**src/hw/rv_pkg.sv**
```systemverilog
`default_nettype none

package rv_pkg;

    localparam int XLEN   = 32;
    localparam int REG_AW = 5;

    // base opcodes, instr[6:0]
    localparam logic [6:0] OP_REG    = 7'b0110011;
    localparam logic [6:0] OP_IMM    = 7'b0010011;
    localparam logic [6:0] OP_LOAD   = 7'b0000011;
    localparam logic [6:0] OP_STORE  = 7'b0100011;
    localparam logic [6:0] OP_BRANCH = 7'b1100011;
    localparam logic [6:0] OP_JAL    = 7'b1101111;
    localparam logic [6:0] OP_JALR   = 7'b1100111;
    localparam logic [6:0] OP_LUI    = 7'b0110111;

    typedef enum logic [2:0] {
        ALU_ADD,
        ALU_SUB,
        ALU_XOR,
        ALU_OR,
        ALU_AND,
        ALU_SLL,
        ALU_SRL,
        ALU_PASS_B // lui
    } alu_op_e;

    typedef enum logic [1:0] {
        WB_NONE,
        WB_ALU,
        WB_MEM,
        WB_PC4 // link value for jal/jalr
    } wb_sel_e;

    typedef struct packed {
        logic [6:0] funct7;
        logic [4:0] rs2, rs1;
        logic [2:0] funct3;
        logic [4:0] rd;
        logic [6:0] opcode;
    } r_fmt_t;

    typedef struct packed {
        logic [11:0] imm;
        logic [4:0]  rs1;
        logic [2:0]  funct3;
        logic [4:0]  rd;
        logic [6:0]  opcode;
    } i_fmt_t;

    typedef struct packed {
        logic [6:0] imm_hi;
        logic [4:0] rs2, rs1;
        logic [2:0] funct3;
        logic [4:0] imm_lo;
        logic [6:0] opcode;
    } s_fmt_t;

    // scrambled branch offset, bit 0 implied zero
    typedef struct packed {
        logic       imm12;
        logic [5:0] imm10_5;
        logic [4:0] rs2, rs1;
        logic [2:0] funct3;
        logic [3:0] imm4_1;
        logic       imm11;
        logic [6:0] opcode;
    } b_fmt_t;

    typedef struct packed {
        logic       imm20;
        logic [9:0] imm10_1;
        logic       imm11;
        logic [7:0] imm19_12;
        logic [4:0] rd;
        logic [6:0] opcode;
    } j_fmt_t;

    typedef struct packed {
        logic [19:0] imm31_12;
        logic [4:0]  rd;
        logic [6:0]  opcode;
    } u_fmt_t;

    typedef union packed {
        r_fmt_t r;
        i_fmt_t i;
        s_fmt_t s;
        b_fmt_t b;
        j_fmt_t j;
        u_fmt_t u;
    } instr_u;

endpackage

`default_nettype wire
```
**src/hw/rv_core.sv**
```systemverilog
`timescale 1ns/1ps
`default_nettype none

module rv_core import rv_pkg::*; #(
    parameter logic [XLEN-1:0] RESET_PC = '0
) (
    input  wire             clk,
    input  wire             rst,
    output logic            mem_valid_o,
    output logic            mem_we_o,
    output logic [XLEN-1:0] mem_addr_o,
    output logic [XLEN-1:0] mem_wdata_o,
    input  wire             mem_ready_i,
    input  wire  [XLEN-1:0] mem_rdata_i
);

    instr_u            instr;
    logic [XLEN-1:0]   pc;
    logic [XLEN-1:0]   load_data;
    logic              wb_stage;
    logic [REG_AW-1:0] rs1;
    logic [REG_AW-1:0] rs2;
    logic [REG_AW-1:0] rd;
    logic [XLEN-1:0]   imm;
    alu_op_e           alu_op;
    logic              use_imm;
    wb_sel_e           wb_sel;
    logic              is_mem;
    logic              is_store;
    logic              is_branch;
    logic              is_jal;
    logic              is_jalr;
    logic [2:0]        funct3;
    logic [XLEN-1:0]   rs1_data;
    logic [XLEN-1:0]   rs2_data;
    logic [XLEN-1:0]   alu_result;
    logic [XLEN-1:0]   ex_addr;
    logic              branch_taken;
    logic [XLEN-1:0]   jump_target;
    logic              rf_we;
    logic [XLEN-1:0]   rf_wdata;
    logic [XLEN-1:0]   next_pc;

    rv_seq #(
        .RESET_PC(RESET_PC)
    ) u_seq (
        .clk(clk), .rst(rst),
        .mem_ready_i(mem_ready_i), .mem_rdata_i(mem_rdata_i),
        .is_mem_i(is_mem), .is_store_i(is_store),
        .mem_addr_i(ex_addr), .store_data_i(rs2_data), .next_pc_i(next_pc),
        .mem_valid_o(mem_valid_o), .mem_we_o(mem_we_o),
        .mem_addr_o(mem_addr_o), .mem_wdata_o(mem_wdata_o),
        .instr_o(instr), .pc_o(pc), .load_data_o(load_data), .wb_stage_o(wb_stage)
    );

    rv_decode u_decode (
        .instr_i(instr),
        .rs1_o(rs1), .rs2_o(rs2), .rd_o(rd), .imm_o(imm),
        .alu_op_o(alu_op), .use_imm_o(use_imm), .wb_sel_o(wb_sel),
        .is_mem_o(is_mem), .is_store_o(is_store), .is_branch_o(is_branch),
        .is_jal_o(is_jal), .is_jalr_o(is_jalr), .funct3_o(funct3)
    );

    rv_regfile u_regfile (
        .clk(clk), .rst(rst),
        .rs1_i(rs1), .rs2_i(rs2), .rd_i(rd), .we_i(rf_we), .wdata_i(rf_wdata),
        .rs1_data_o(rs1_data), .rs2_data_o(rs2_data)
    );

    rv_execute u_execute (
        .rs1_data_i(rs1_data), .rs2_data_i(rs2_data), .imm_i(imm), .pc_i(pc),
        .alu_op_i(alu_op), .use_imm_i(use_imm), .is_branch_i(is_branch),
        .is_jalr_i(is_jalr), .funct3_i(funct3),
        .alu_result_o(alu_result), .mem_addr_o(ex_addr),
        .branch_taken_o(branch_taken), .jump_target_o(jump_target)
    );

    rv_result u_result (
        .wb_sel_i(wb_sel), .wb_stage_i(wb_stage), .rd_i(rd),
        .alu_result_i(alu_result), .load_data_i(load_data), .pc_i(pc),
        .branch_taken_i(branch_taken), .is_jal_i(is_jal), .is_jalr_i(is_jalr),
        .jump_target_i(jump_target),
        .rf_we_o(rf_we), .rf_wdata_o(rf_wdata), .next_pc_o(next_pc)
    );

endmodule

`default_nettype wire

```
**src/hw/rv_result.sv**
```systemverilog
`timescale 1ns/1ps
`default_nettype none

module rv_result import rv_pkg::*; (
    input  wire  wb_sel_e     wb_sel_i,
    input  wire               wb_stage_i,
    input  wire  [REG_AW-1:0] rd_i,
    input  wire  [XLEN-1:0]   alu_result_i,
    input  wire  [XLEN-1:0]   load_data_i,
    input  wire  [XLEN-1:0]   pc_i,
    input  wire               branch_taken_i,
    input  wire               is_jal_i,
    input  wire               is_jalr_i,
    input  wire  [XLEN-1:0]   jump_target_i,
    output logic              rf_we_o,
    output logic [XLEN-1:0]   rf_wdata_o,
    output logic [XLEN-1:0]   next_pc_o
);

    logic [XLEN-1:0] pc_plus4;

    assign pc_plus4 = pc_i + 32'd4;

    always_comb begin
        case (wb_sel_i)
            WB_MEM:  rf_wdata_o = load_data_i;
            WB_PC4:  rf_wdata_o = pc_plus4;
            default: rf_wdata_o = alu_result_i;
        endcase
    end

    // single write per instruction, in the WB cycle only
    assign rf_we_o = wb_stage_i & (wb_sel_i != WB_NONE) & (rd_i != '0);

    assign next_pc_o = (branch_taken_i | is_jal_i | is_jalr_i) ? jump_target_i : pc_plus4;

endmodule

`default_nettype wire

```
**src/hw/rv_execute.sv**
```systemverilog
`timescale 1ns/1ps
`default_nettype none

module rv_execute import rv_pkg::*; (
    input  wire  [XLEN-1:0] rs1_data_i,
    input  wire  [XLEN-1:0] rs2_data_i,
    input  wire  [XLEN-1:0] imm_i,
    input  wire  [XLEN-1:0] pc_i,
    input  wire  alu_op_e   alu_op_i,
    input  wire             use_imm_i,
    input  wire             is_branch_i,
    input  wire             is_jalr_i,
    input  wire  [2:0]      funct3_i,
    output logic [XLEN-1:0] alu_result_o,
    output logic [XLEN-1:0] mem_addr_o,
    output logic            branch_taken_o,
    output logic [XLEN-1:0] jump_target_o
);

    logic [XLEN-1:0] operand_b;
    logic [XLEN-1:0] addr_sum;
    logic            rs_equal;
    logic            rs_less;

    assign operand_b = use_imm_i ? imm_i : rs2_data_i;
    assign addr_sum  = rs1_data_i + imm_i; // load/store address and jalr target
    assign rs_equal  = (rs1_data_i == rs2_data_i);
    assign rs_less   = ($signed(rs1_data_i) < $signed(rs2_data_i));

    always_comb begin
        case (alu_op_i)
            ALU_SUB:    alu_result_o = rs1_data_i - operand_b;
            ALU_XOR:    alu_result_o = rs1_data_i ^ operand_b;
            ALU_OR:     alu_result_o = rs1_data_i | operand_b;
            ALU_AND:    alu_result_o = rs1_data_i & operand_b;
            ALU_SLL:    alu_result_o = rs1_data_i << operand_b[4:0];
            ALU_SRL:    alu_result_o = rs1_data_i >> operand_b[4:0];
            ALU_PASS_B: alu_result_o = operand_b;
            default:    alu_result_o = rs1_data_i + operand_b;
        endcase
    end

    always_comb begin
        branch_taken_o = 1'b0;
        if (is_branch_i) begin
            case (funct3_i)
                3'b000:  branch_taken_o = rs_equal;  // beq
                3'b001:  branch_taken_o = !rs_equal; // bne
                3'b100:  branch_taken_o = rs_less;   // blt
                3'b101:  branch_taken_o = !rs_less;  // bge
                default: branch_taken_o = 1'b0;
            endcase
        end
    end

    assign mem_addr_o    = addr_sum;
    assign jump_target_o = is_jalr_i ? {addr_sum[XLEN-1:1], 1'b0} : pc_i + imm_i;

endmodule

`default_nettype wire

```
**src/hw/rv_regfile.sv**
```systemverilog
`timescale 1ns/1ps
`default_nettype none

module rv_regfile import rv_pkg::*; (
    input  wire               clk,
    input  wire               rst,
    input  wire  [REG_AW-1:0] rs1_i,
    input  wire  [REG_AW-1:0] rs2_i,
    input  wire  [REG_AW-1:0] rd_i,
    input  wire               we_i,
    input  wire  [XLEN-1:0]   wdata_i,
    output logic [XLEN-1:0]   rs1_data_o,
    output logic [XLEN-1:0]   rs2_data_o
);

    logic [XLEN-1:0] regs [2**REG_AW];

    always_ff @(posedge clk or posedge rst) begin
        if (rst) begin
            for (int k = 0; k < 2**REG_AW; k++) begin
                regs[k] <= '0;
            end
        end else if (we_i && rd_i != '0) begin // x0 never written, stays zero
            regs[rd_i] <= wdata_i;
        end
    end

    assign rs1_data_o = regs[rs1_i];
    assign rs2_data_o = regs[rs2_i];

endmodule

`default_nettype wire

```
**src/hw/rv_decode.sv**
```systemverilog
`timescale 1ns/1ps
`default_nettype none

module rv_decode import rv_pkg::*; (
    input  wire instr_u       instr_i,
    output logic [REG_AW-1:0] rs1_o,
    output logic [REG_AW-1:0] rs2_o,
    output logic [REG_AW-1:0] rd_o,
    output logic [XLEN-1:0]   imm_o,
    output alu_op_e           alu_op_o,
    output logic              use_imm_o,
    output wb_sel_e           wb_sel_o,
    output logic              is_mem_o,
    output logic              is_store_o,
    output logic              is_branch_o,
    output logic              is_jal_o,
    output logic              is_jalr_o,
    output logic [2:0]        funct3_o
);

    // alt selects SUB, only meaningful for register ops
    function automatic alu_op_e alu_op_from(input logic [2:0] funct3, input logic alt);
        case (funct3)
            3'b000:  return alt ? ALU_SUB : ALU_ADD;
            3'b001:  return ALU_SLL;
            3'b100:  return ALU_XOR;
            3'b101:  return ALU_SRL;
            3'b110:  return ALU_OR;
            3'b111:  return ALU_AND;
            default: return ALU_ADD; // slt/sltu not supported
        endcase
    endfunction

    always_comb begin
        rs1_o       = instr_i.r.rs1;
        rs2_o       = instr_i.r.rs2;
        funct3_o    = instr_i.r.funct3;
        rd_o        = '0;
        imm_o       = '0;
        alu_op_o    = ALU_ADD;
        use_imm_o   = 1'b0;
        wb_sel_o    = WB_NONE;
        is_mem_o    = 1'b0;
        is_store_o  = 1'b0;
        is_branch_o = 1'b0;
        is_jal_o    = 1'b0;
        is_jalr_o   = 1'b0;
        case (instr_i.r.opcode)
            OP_REG: begin
                rd_o     = instr_i.r.rd;
                alu_op_o = alu_op_from(instr_i.r.funct3, instr_i.r.funct7[5]);
                wb_sel_o = WB_ALU;
            end
            OP_IMM: begin
                rd_o      = instr_i.i.rd;
                imm_o     = {{20{instr_i.i.imm[11]}}, instr_i.i.imm};
                alu_op_o  = alu_op_from(instr_i.i.funct3, 1'b0); // no subi
                use_imm_o = 1'b1;
                wb_sel_o  = WB_ALU;
            end
            OP_LOAD: begin
                rd_o     = instr_i.i.rd;
                imm_o    = {{20{instr_i.i.imm[11]}}, instr_i.i.imm};
                wb_sel_o = WB_MEM;
                is_mem_o = 1'b1;
            end
            OP_STORE: begin
                imm_o      = {{20{instr_i.s.imm_hi[6]}}, instr_i.s.imm_hi, instr_i.s.imm_lo};
                is_mem_o   = 1'b1;
                is_store_o = 1'b1;
            end
            OP_BRANCH: begin
                imm_o       = {{19{instr_i.b.imm12}}, instr_i.b.imm12, instr_i.b.imm11,
                               instr_i.b.imm10_5, instr_i.b.imm4_1, 1'b0};
                is_branch_o = 1'b1;
            end
            OP_JAL: begin
                rd_o     = instr_i.j.rd;
                imm_o    = {{11{instr_i.j.imm20}}, instr_i.j.imm20, instr_i.j.imm19_12,
                            instr_i.j.imm11, instr_i.j.imm10_1, 1'b0};
                wb_sel_o = WB_PC4;
                is_jal_o = 1'b1;
            end
            OP_JALR: begin
                rd_o      = instr_i.i.rd;
                imm_o     = {{20{instr_i.i.imm[11]}}, instr_i.i.imm};
                wb_sel_o  = WB_PC4;
                is_jalr_o = 1'b1;
            end
            OP_LUI: begin
                rd_o      = instr_i.u.rd;
                imm_o     = {instr_i.u.imm31_12, 12'b0};
                alu_op_o  = ALU_PASS_B;
                use_imm_o = 1'b1;
                wb_sel_o  = WB_ALU;
            end
            default: ; // unknown opcode falls through as a nop
        endcase
    end

endmodule

`default_nettype wire

```
**src/hw/rv_seq.sv**
```systemverilog
`timescale 1ns/1ps
`default_nettype none

module rv_seq import rv_pkg::*; #(
    parameter logic [XLEN-1:0] RESET_PC = '0
) (
    input  wire             clk,
    input  wire             rst,
    input  wire             mem_ready_i,
    input  wire  [XLEN-1:0] mem_rdata_i,
    input  wire             is_mem_i,
    input  wire             is_store_i,
    input  wire  [XLEN-1:0] mem_addr_i,
    input  wire  [XLEN-1:0] store_data_i,
    input  wire  [XLEN-1:0] next_pc_i,
    output logic            mem_valid_o,
    output logic            mem_we_o,
    output logic [XLEN-1:0] mem_addr_o,
    output logic [XLEN-1:0] mem_wdata_o,
    output instr_u          instr_o,
    output logic [XLEN-1:0] pc_o,
    output logic [XLEN-1:0] load_data_o,
    output logic            wb_stage_o
);

    localparam logic [1:0] S_FETCH = 2'd0;
    localparam logic [1:0] S_EXEC  = 2'd1;
    localparam logic [1:0] S_MEM   = 2'd2;
    localparam logic [1:0] S_WB    = 2'd3;

    logic [1:0]      state;
    logic [XLEN-1:0] pc;
    instr_u          instr_q;
    logic [XLEN-1:0] load_q;
    logic            bus_done;

    assign bus_done = mem_valid_o & mem_ready_i;

    always_ff @(posedge clk or posedge rst) begin
        if (rst) begin
            state       <= S_FETCH;
            pc          <= RESET_PC;
            mem_valid_o <= 1'b0;
        end else begin
            case (state)
                S_FETCH: begin
                    if (bus_done) begin
                        state       <= S_EXEC;
                        mem_valid_o <= 1'b0;
                    end else begin
                        mem_valid_o <= 1'b1; // only low here right after reset
                    end
                end
                S_EXEC: begin
                    state       <= is_mem_i ? S_MEM : S_WB;
                    mem_valid_o <= is_mem_i;
                end
                S_MEM: begin
                    if (bus_done) begin
                        state       <= S_WB;
                        mem_valid_o <= 1'b0;
                    end
                end
                S_WB: begin
                    state       <= S_FETCH;
                    pc          <= next_pc_i;
                    mem_valid_o <= 1'b1; // next fetch starts right away
                end
            endcase
        end
    end

    // instruction and load data captured on the completing edge
    always_ff @(posedge clk) begin
        if (state == S_FETCH && bus_done) begin
            instr_q <= mem_rdata_i;
        end
        if (state == S_MEM && bus_done) begin
            load_q <= mem_rdata_i;
        end
    end

    // address and data come from regs and ir, stable until WB
    assign mem_we_o    = (state == S_MEM) & is_store_i;
    assign mem_addr_o  = (state == S_MEM) ? mem_addr_i : pc;
    assign mem_wdata_o = store_data_i;

    assign instr_o     = instr_q;
    assign pc_o        = pc;
    assign load_data_o = load_q;
    assign wb_stage_o  = (state == S_WB);

endmodule

`default_nettype wire

```
**config.mk**
```make
export PLATFORM = sky130hd
export DESIGN_NAME = rv_core
export DESIGN_NICKNAME = d
export VERILOG_FILES = /design/src/hw/rv_pkg.sv /design/src/hw/rv_core.sv /design/src/hw/rv_result.sv /design/src/hw/rv_execute.sv /design/src/hw/rv_regfile.sv /design/src/hw/rv_decode.sv /design/src/hw/rv_seq.sv
export SDC_FILE = /design/constraint.sdc
export NUM_CORES = 2
export LEC_CHECK = 0
export BUFFER_PORTS_ARGS = -buffer_cell sky130_fd_sc_hd__buf_2
export CAP_MARGIN = 20
export CORE_MARGIN = 5
export CORE_UTILIZATION = 57
export DETAILED_ROUTE_END_ITERATION = 6
export PLACE_DENSITY = 0.82
export SETUP_SLACK_MARGIN = 0.4
export SLEW_MARGIN = 40
export SYNTH_ARGS = -nofsm -noshare
export SYNTH_HDL_FRONTEND = slang
export SYNTH_SLANG_ARGS = --single-unit
```
**constraint.sdc**
```tcl
create_clock -name clk -period 30.2 [get_ports clk]
set_input_delay 3.02 -clock clk [delete_from_list [all_inputs] [get_ports clk]]
set_output_delay 3.02 -clock clk [all_outputs]
set_load 0.005 [all_outputs]
```
## After elaboration in Yosys (flattened, before gate mapping)

Index checks and enable logic that the tools add are counted.

| storage, ports and cells | value |
|---|---|
| input port bits | 35 |
| bits in writable memories | 0 |
| output and inout bits | 66 |
| bits in latches | 0 |
| bits in read-only memories | 0 |
| memories kept | 0 |
| word-level logic and storage cells | 143 |
| bits in registers | 1123 |

| cells by class | value |
|---|---|
| $add $sub $neg | 5 |
| equality and inequality tests | 28 |
| reduce and logical (&&, ||, !) cells | 17 |
| shift-type cells | 2 |
| multiplexer cells | 37 |
| bitwise operators | 12 |
| $mul | 0 |
| order comparisons | 5 |
| divide/modulo/power cells | 0 |

Operators by type and width:

| kind | number |
|---|---|
| 1024-bit bitwise mux | 1 |
| 32-bit binary-select mux with 5-bit select | 2 |
| 32-bit two-way mux | 9 |
| 32-bit case mux with 7 select lines | 1 |
| 32-bit demux with 5-bit select | 1 |
| 32-bit case mux with 5 select lines | 1 |
| 32-bit adder | 3 |
| 32-bit case mux with 2 select lines | 1 |
| 32-bit by 3-bit adder with 32-bit output (second input constant) | 1 |
| 32-bit AND | 1 |
| 32-bit equality test | 1 |
| 32-bit < comparator | 1 |
| 32-bit bitwise OR | 1 |
| 32-bit by 5-bit << shifter with 32-bit output | 1 |
| 32-bit by 5-bit >> shifter with 32-bit output | 1 |
| 32-bit subtractor | 1 |
| 32-bit XOR | 1 |
| 3-bit equality test (second input constant) | 8 |
| 7-bit by 6-bit equality test with 1-bit output (second input constant) | 3 |
| 7-bit equality test (second input constant) | 3 |
| 6-bit >= comparator (second input constant) | 3 |
| 5-bit NOT with 6-bit output | 3 |
| 3-bit case mux with 6 select lines | 1 |
| 3-bit case mux with 5 select lines | 1 |
| 27 further kinds | 56 |

## Longest topological paths before layout

| depth | value |
|---|---|
| depth in word-level cells | 11 |
| depth in mapped cells | 33 |
| gate-level depth less buffers | 25 |

## Cells and area by module

A second synthesis with hierarchy kept.

| second synthesis, totals | value |
|---|---|
| cell total of the unflattened synthesis | 6954 |
| area, all modules | 74510.2 µm² |

Modules (own cells, without submodules):

| module | area an instance (µm²) | sequential area each (µm²) | instances | cells each |
|---|---|---|---|---|
| rv_regfile | 55951.2 | 25624.6 | 1 | 4602 |
| rv_execute | 12096.6 | 0.0 | 1 | 1743 |
| rv_seq | 4008.8 | 2797.7 | 1 | 225 |
| rv_result | 1596.5 | 0.0 | 1 | 275 |
| rv_decode | 857.1 | 0.0 | 1 | 109 |

## Worst setup path before layout

No wires, ideal clock.

| timing path | value |
|---|---|
| path kind | register -> output |
| from | register u_seq.instr_q (netlist bit u_seq.instr_o[17]) |
| to | output mem_addr_o[27] |
| path buffers | 4 |
| setup slack | 22236 ps |
| required time | 27180 ps |
| stages on the path, launching flop included | 20 |
| arrival | 4944 ps |
| cell sequence | edfxtp_1 > buf_2 > buf_2 > buf_4 > buf_1 > mux4_2 > a22o_1 > a221oi_1 > nand3_1 > ha_1 > a21o_1 > a2111oi_0 > nor3_1 > a221o_1 > a21oi_1 > a31oi_1 > a31oi_1 > o21ai_0 > xor2_1 > mux2_2 |

| between the ends | value |
|---|---|
| longest elaborated chain between the ends | 6 |
| elaborated cells between the ends (all ways) | 7 |
| classes of those cells | add/sub (1); mux (5); bitwise (1) |

RTL lines:

| what | line | text |
|---|---|---|
| start: declaration | rv_seq.sv:33 | `instr_u instr_q;` |
| start signal: assignment | rv_seq.sv:76 | `instr_q <= mem_rdata_i;` |
| 5-bit NOT with 6-bit output (not written as such) | rv_regfile.sv:28 | `assign rs1_data_o = regs[rs1_i];` |
| 32-bit binary-select mux with 5-bit select | rv_regfile.sv:28 |  |
| 32-bit two-way mux (not written as such) (2 in series) | rv_regfile.sv:28 |  |
| 32-bit adder * | rv_execute.sv:26 | `assign addr_sum = rs1_data_i + imm_i;` |
| 32-bit two-way mux * | rv_seq.sv:85 | `assign mem_addr_o = (state == S_MEM) ? mem_addr_i : pc;` |
| end: declaration | rv_core.sv:11 | `output logic [XLEN-1:0] mem_addr_o,` |

Mark *: on every way between the ends. The rest lies on a longest branch, timed or not. The select of a mux whose other input is x is not followed.

## Final worst setup path

| timing path | value |
|---|---|
| from | register u_seq.instr_q (netlist bit u_seq.instr_o[16]) |
| to | output mem_addr_o[31] |

The elaborated chain is that of the path after synthesis.

==> impl_metrics.csv <==
group,metric,value,unit
outcome,outcome,"finished with violations",
outcome,violations,"design-rule violations",
worst_setup_path,start_kind,"register",
clocking,clockBufferDepth,3,
power,switchingPower,1.72,mW
power,power_frac_clock,34.0,%
power,powerDensity,59.5,nW/um^2
route,ant_nets,0,
logic_synthesis,syn_nets,7383,
placement,place_congestion,1.09,
worst_setup_path,crit_type,"register to output port",
hold_path,hold_start,"u_regfile.regs[1016]",
clocking,hold_buffers,0,
logic_synthesis,yosys.area.top_type,"dfrtp_1",
sta,hold_violations,0,
worst_setup_path,path_max_fanout,30,
sta,setup_tns,0,ps
placement,dp_cells,8455,
sta,tightest_slew,1020,ps
power,p_leak,34.9,nW
logic_synthesis,synth_edf_count,64,
global_route,grt_pass1_vias,62900,
logic_synthesis,yosysWarnings,0,
power,p_int,2.91,mW
clocking,cts.clk_slew.worst_paths,70,ps
final_layout,syn2layout_area_growth,9.61,%
floorplanning,die-area,132000,um^2
sta,period_needed,11040,ps
worst_setup_path,reg2reg_to,"u_regfile.regs[345]",
sta,setup_viol,0,
sta,clock_skew,52.1,ps
sta,fin_crit_sh,36.6,%
final_layout,nets,7184,
worst_setup_path,rrSetupSlack,19720,ps
power,ir_drop,0.0000532,V
logic_synthesis,synth_cell_types,99,
logic_synthesis,synth_area,71000,um^2
logic_synthesis,synth_ff_type,"dfrtp_1",
clocking,cts_buffers,114,
global_route,track_usage,44.3,%
worst_setup_path,cp.arrival,8020,ps
hold_path,holdPathEnd,"u_regfile.regs[1016]",
final_layout,regArea,28400,um^2
power,finalPower,4.63,mW
logic_synthesis,synth_area_per_cell,9.94,um^2
sta,final-max-slew-violation-count,0,
logic_synthesis,ys_ff_latch,1123,
route,wl_per_cell,34.2,um
global_route,grt_pass1_wl,430000,um
power,power_frac_comb,30.6,%
final_layout,drive_above_1_share,17.4,%
floorplanning,coreArea,124000,um^2
logic_synthesis,synth_area_leaders,"dfrtp_1, mux4_2, mux2i_1, nand2_1, o21ai_0",
floorplanning,start_util,57.4,%
floorplanning,fp.dieH,363,um
route,drt_iter0_drc,10300,
logic_synthesis,yosysMostFrequentCell,"nand2_1",
placement,dp_slack,20220,ps
route,vias,64500,
power,swShare,37.2,%
worst_setup_path,rr_worst_depth,28,
global_route,grt_max_degree,158,
sta,layout_setup_ws,19160,ps
clocking,post_cts_buffers,0,
hold_path,whs_path_depth,0,
placement,dp_hpwl,195000,um
floorplanning,pin_count,101,
clocking,worstSkewPairLatency,830,ps
logic_synthesis,synth_common_cells,"nand2_1, dfrtp_1, o21ai_0",
clocking,htree_levels,3,
clocking,cts_root_buf,"clkbuf_16",
placement,port_buffers,100,
route,routed_wl,298000,um
global_route,grt_overflow,0,
logic_synthesis,synth_cells,7143,
sta,slew_headroom,31.9,%
clocking,cts_tree,"built",
global_route,antenna_found_initial,24,
floorplanning,die_w,363,um
logic_synthesis,synthArstFlopShare,94.3,%
clocking,cts.sinks,1123,
logic_synthesis,yosysSeqAreaShare,40.0,%
floorplanning,rows,129,
route,drc,14,
power,seqPwrFrac,35.4,%
route,viasPerCell,7.42,
final_layout,multiInputGateArea,39900,um^2
worst_setup_path,crit_required,27180,ps
logic_synthesis,synth_top_area_share,37.3,%
clocking,cts_resized,0,
final_layout,stdcell_count,8692,
route,dr.pass1.iters,7,
sta,rsz0062_at_grt,"no",
worst_setup_path,regToRegStartpoint,"u_seq.instr_o[21]",
sta,max_clock_freq,90.6,MHz
final_layout,fin_util,62.9,%
flow_run,drv_cap,0,
hold_path,hp-class,"register to register",
final_layout,fillers,9489,
worst_setup_path,worstSetupEndpointType,"output port",
## cells by family after synthesis
logic type | after synthesis | share of synthesized area, %
flip-flops | 1123 | 40.0
buffers and inverters | 795 | 4.98
multiplexers | 1150 | 21.5
XOR/XNOR | 141 | 1.74
adder cells (fa/ha/maj) | 205 | 3.64
AO/OA/AOI/OAI | 1976 | 17.4
AND/OR/NAND/NOR | 1753 | 10.7
## layout by cell type (no fill, tap or decap), drive strengths merged, types with 42 or more instances in the layout
cell type / netlist / layout
o21ai: 892 / 892
o211ai: 46 / 46
nor3: 59 / 59
mux2i: 605 / 605
a21o: 66 / 66
buf: 198 / 342
a221oi: 42 / 42
ha: 202 / 202
a22oi: 311 / 311
mux4: 275 / 275
mux2: 270 / 270
nand4: 47 / 47
nand3: 174 / 174
a21oi: 228 / 228
xnor2: 98 / 98
nand2: 1063 / 1063
clkbuf: 461 / 166
dfrtp: 1059 / 1059
xor2: 43 / 43
edfxtp: 64 / 64
o31ai: 78 / 78
inv: 134 / 134
nor2: 216 / 216
## through the flow
step	area [um^2]	hold WS (ps)
2_1_floorplan	71000	445
3_3_place_gp	72800	382
3_5_place_dp	73400	388
4_1_cts	77500	401
5_1_grt	77800	414
6_report	77900	403
## cell type report
cell class | instances | area share, %
flip-flops and latches | 1123 | 36.5
clock buffers | 164 | 4.43
diodes | 14 | 0.0450
well taps | 1637 | 2.63
repair buffers | 344 | 3.62
multi-input cells | 5225 | 51.2
inverters | 136 | 0.660
clock inverters | 49 | 0.918
## sequential cells by signal (all words and copies together), names as in the netlist
signal,cells
u_seq.state,2
u_seq.pc_o,32
u_seq.mem_valid_o,1
u_seq.instr_o,32
u_regfile.regs,1024
u_seq.load_data_o,32
## per-layer routing
layer | vias up | wire, um | global-route usage, %
li1 | 25900 | - | -
met1 | 31500 | 103000 | 54.4
met2 | 5382 | 123000 | 63.0
met3 | 1598 | 43400 | 17.6
met4 | 24 | 27900 | 33.1
met5 | - | 160 | 0
## critical path: stages (launching register included)
cell and delay, ps:
edfxtp_1 390, buf_4 640, nor2b_4 650, buf_4 520
a22oi_1 130, nand3_1 160, and4_1 670, inv_1 400
ha_1 480, a211o_1 310, a2111oi_0 470, nor3_1 200
a221o_1 430, a21oi_1 250, a31oi_1 170, a31oi_1 500
o31ai_1 160, a21oi_1 210, xnor2_1 170, mux2i_1 120
buf_2 160
## worst max path at each step
stage | from | cells past startpoint | slack, ps | to
2_1_floorplan | rst | 1 | 12580 | u_regfile.regs[0]
3_3_place_gp | u_seq.instr_o[21] | 28 | 19970 | u_regfile.regs[569]
3_5_place_dp | u_seq.instr_o[21] | 28 | 20220 | u_regfile.regs[569]
4_1_cts | u_seq.instr_o[16] | 20 | 19450 | mem_addr_o[31]
5_1_grt | u_seq.instr_o[16] | 21 | 19000 | mem_addr_o[29]
6_report | u_seq.instr_o[16] | 20 | 19160 | mem_addr_o[31]
## power by group through the flow
stage	Combinational, mW	Sequential, mW	Clock (mW)
finish	1.42	1.64	1.57
global route	1.47	1.65	1.63
CTS	1.34	1.64	1.57
detailed placement	1.34	1.66	0
global placement	1.30	1.66	0
floorplan	0.842	1.64	0
(Power assumes the default switching activity.)
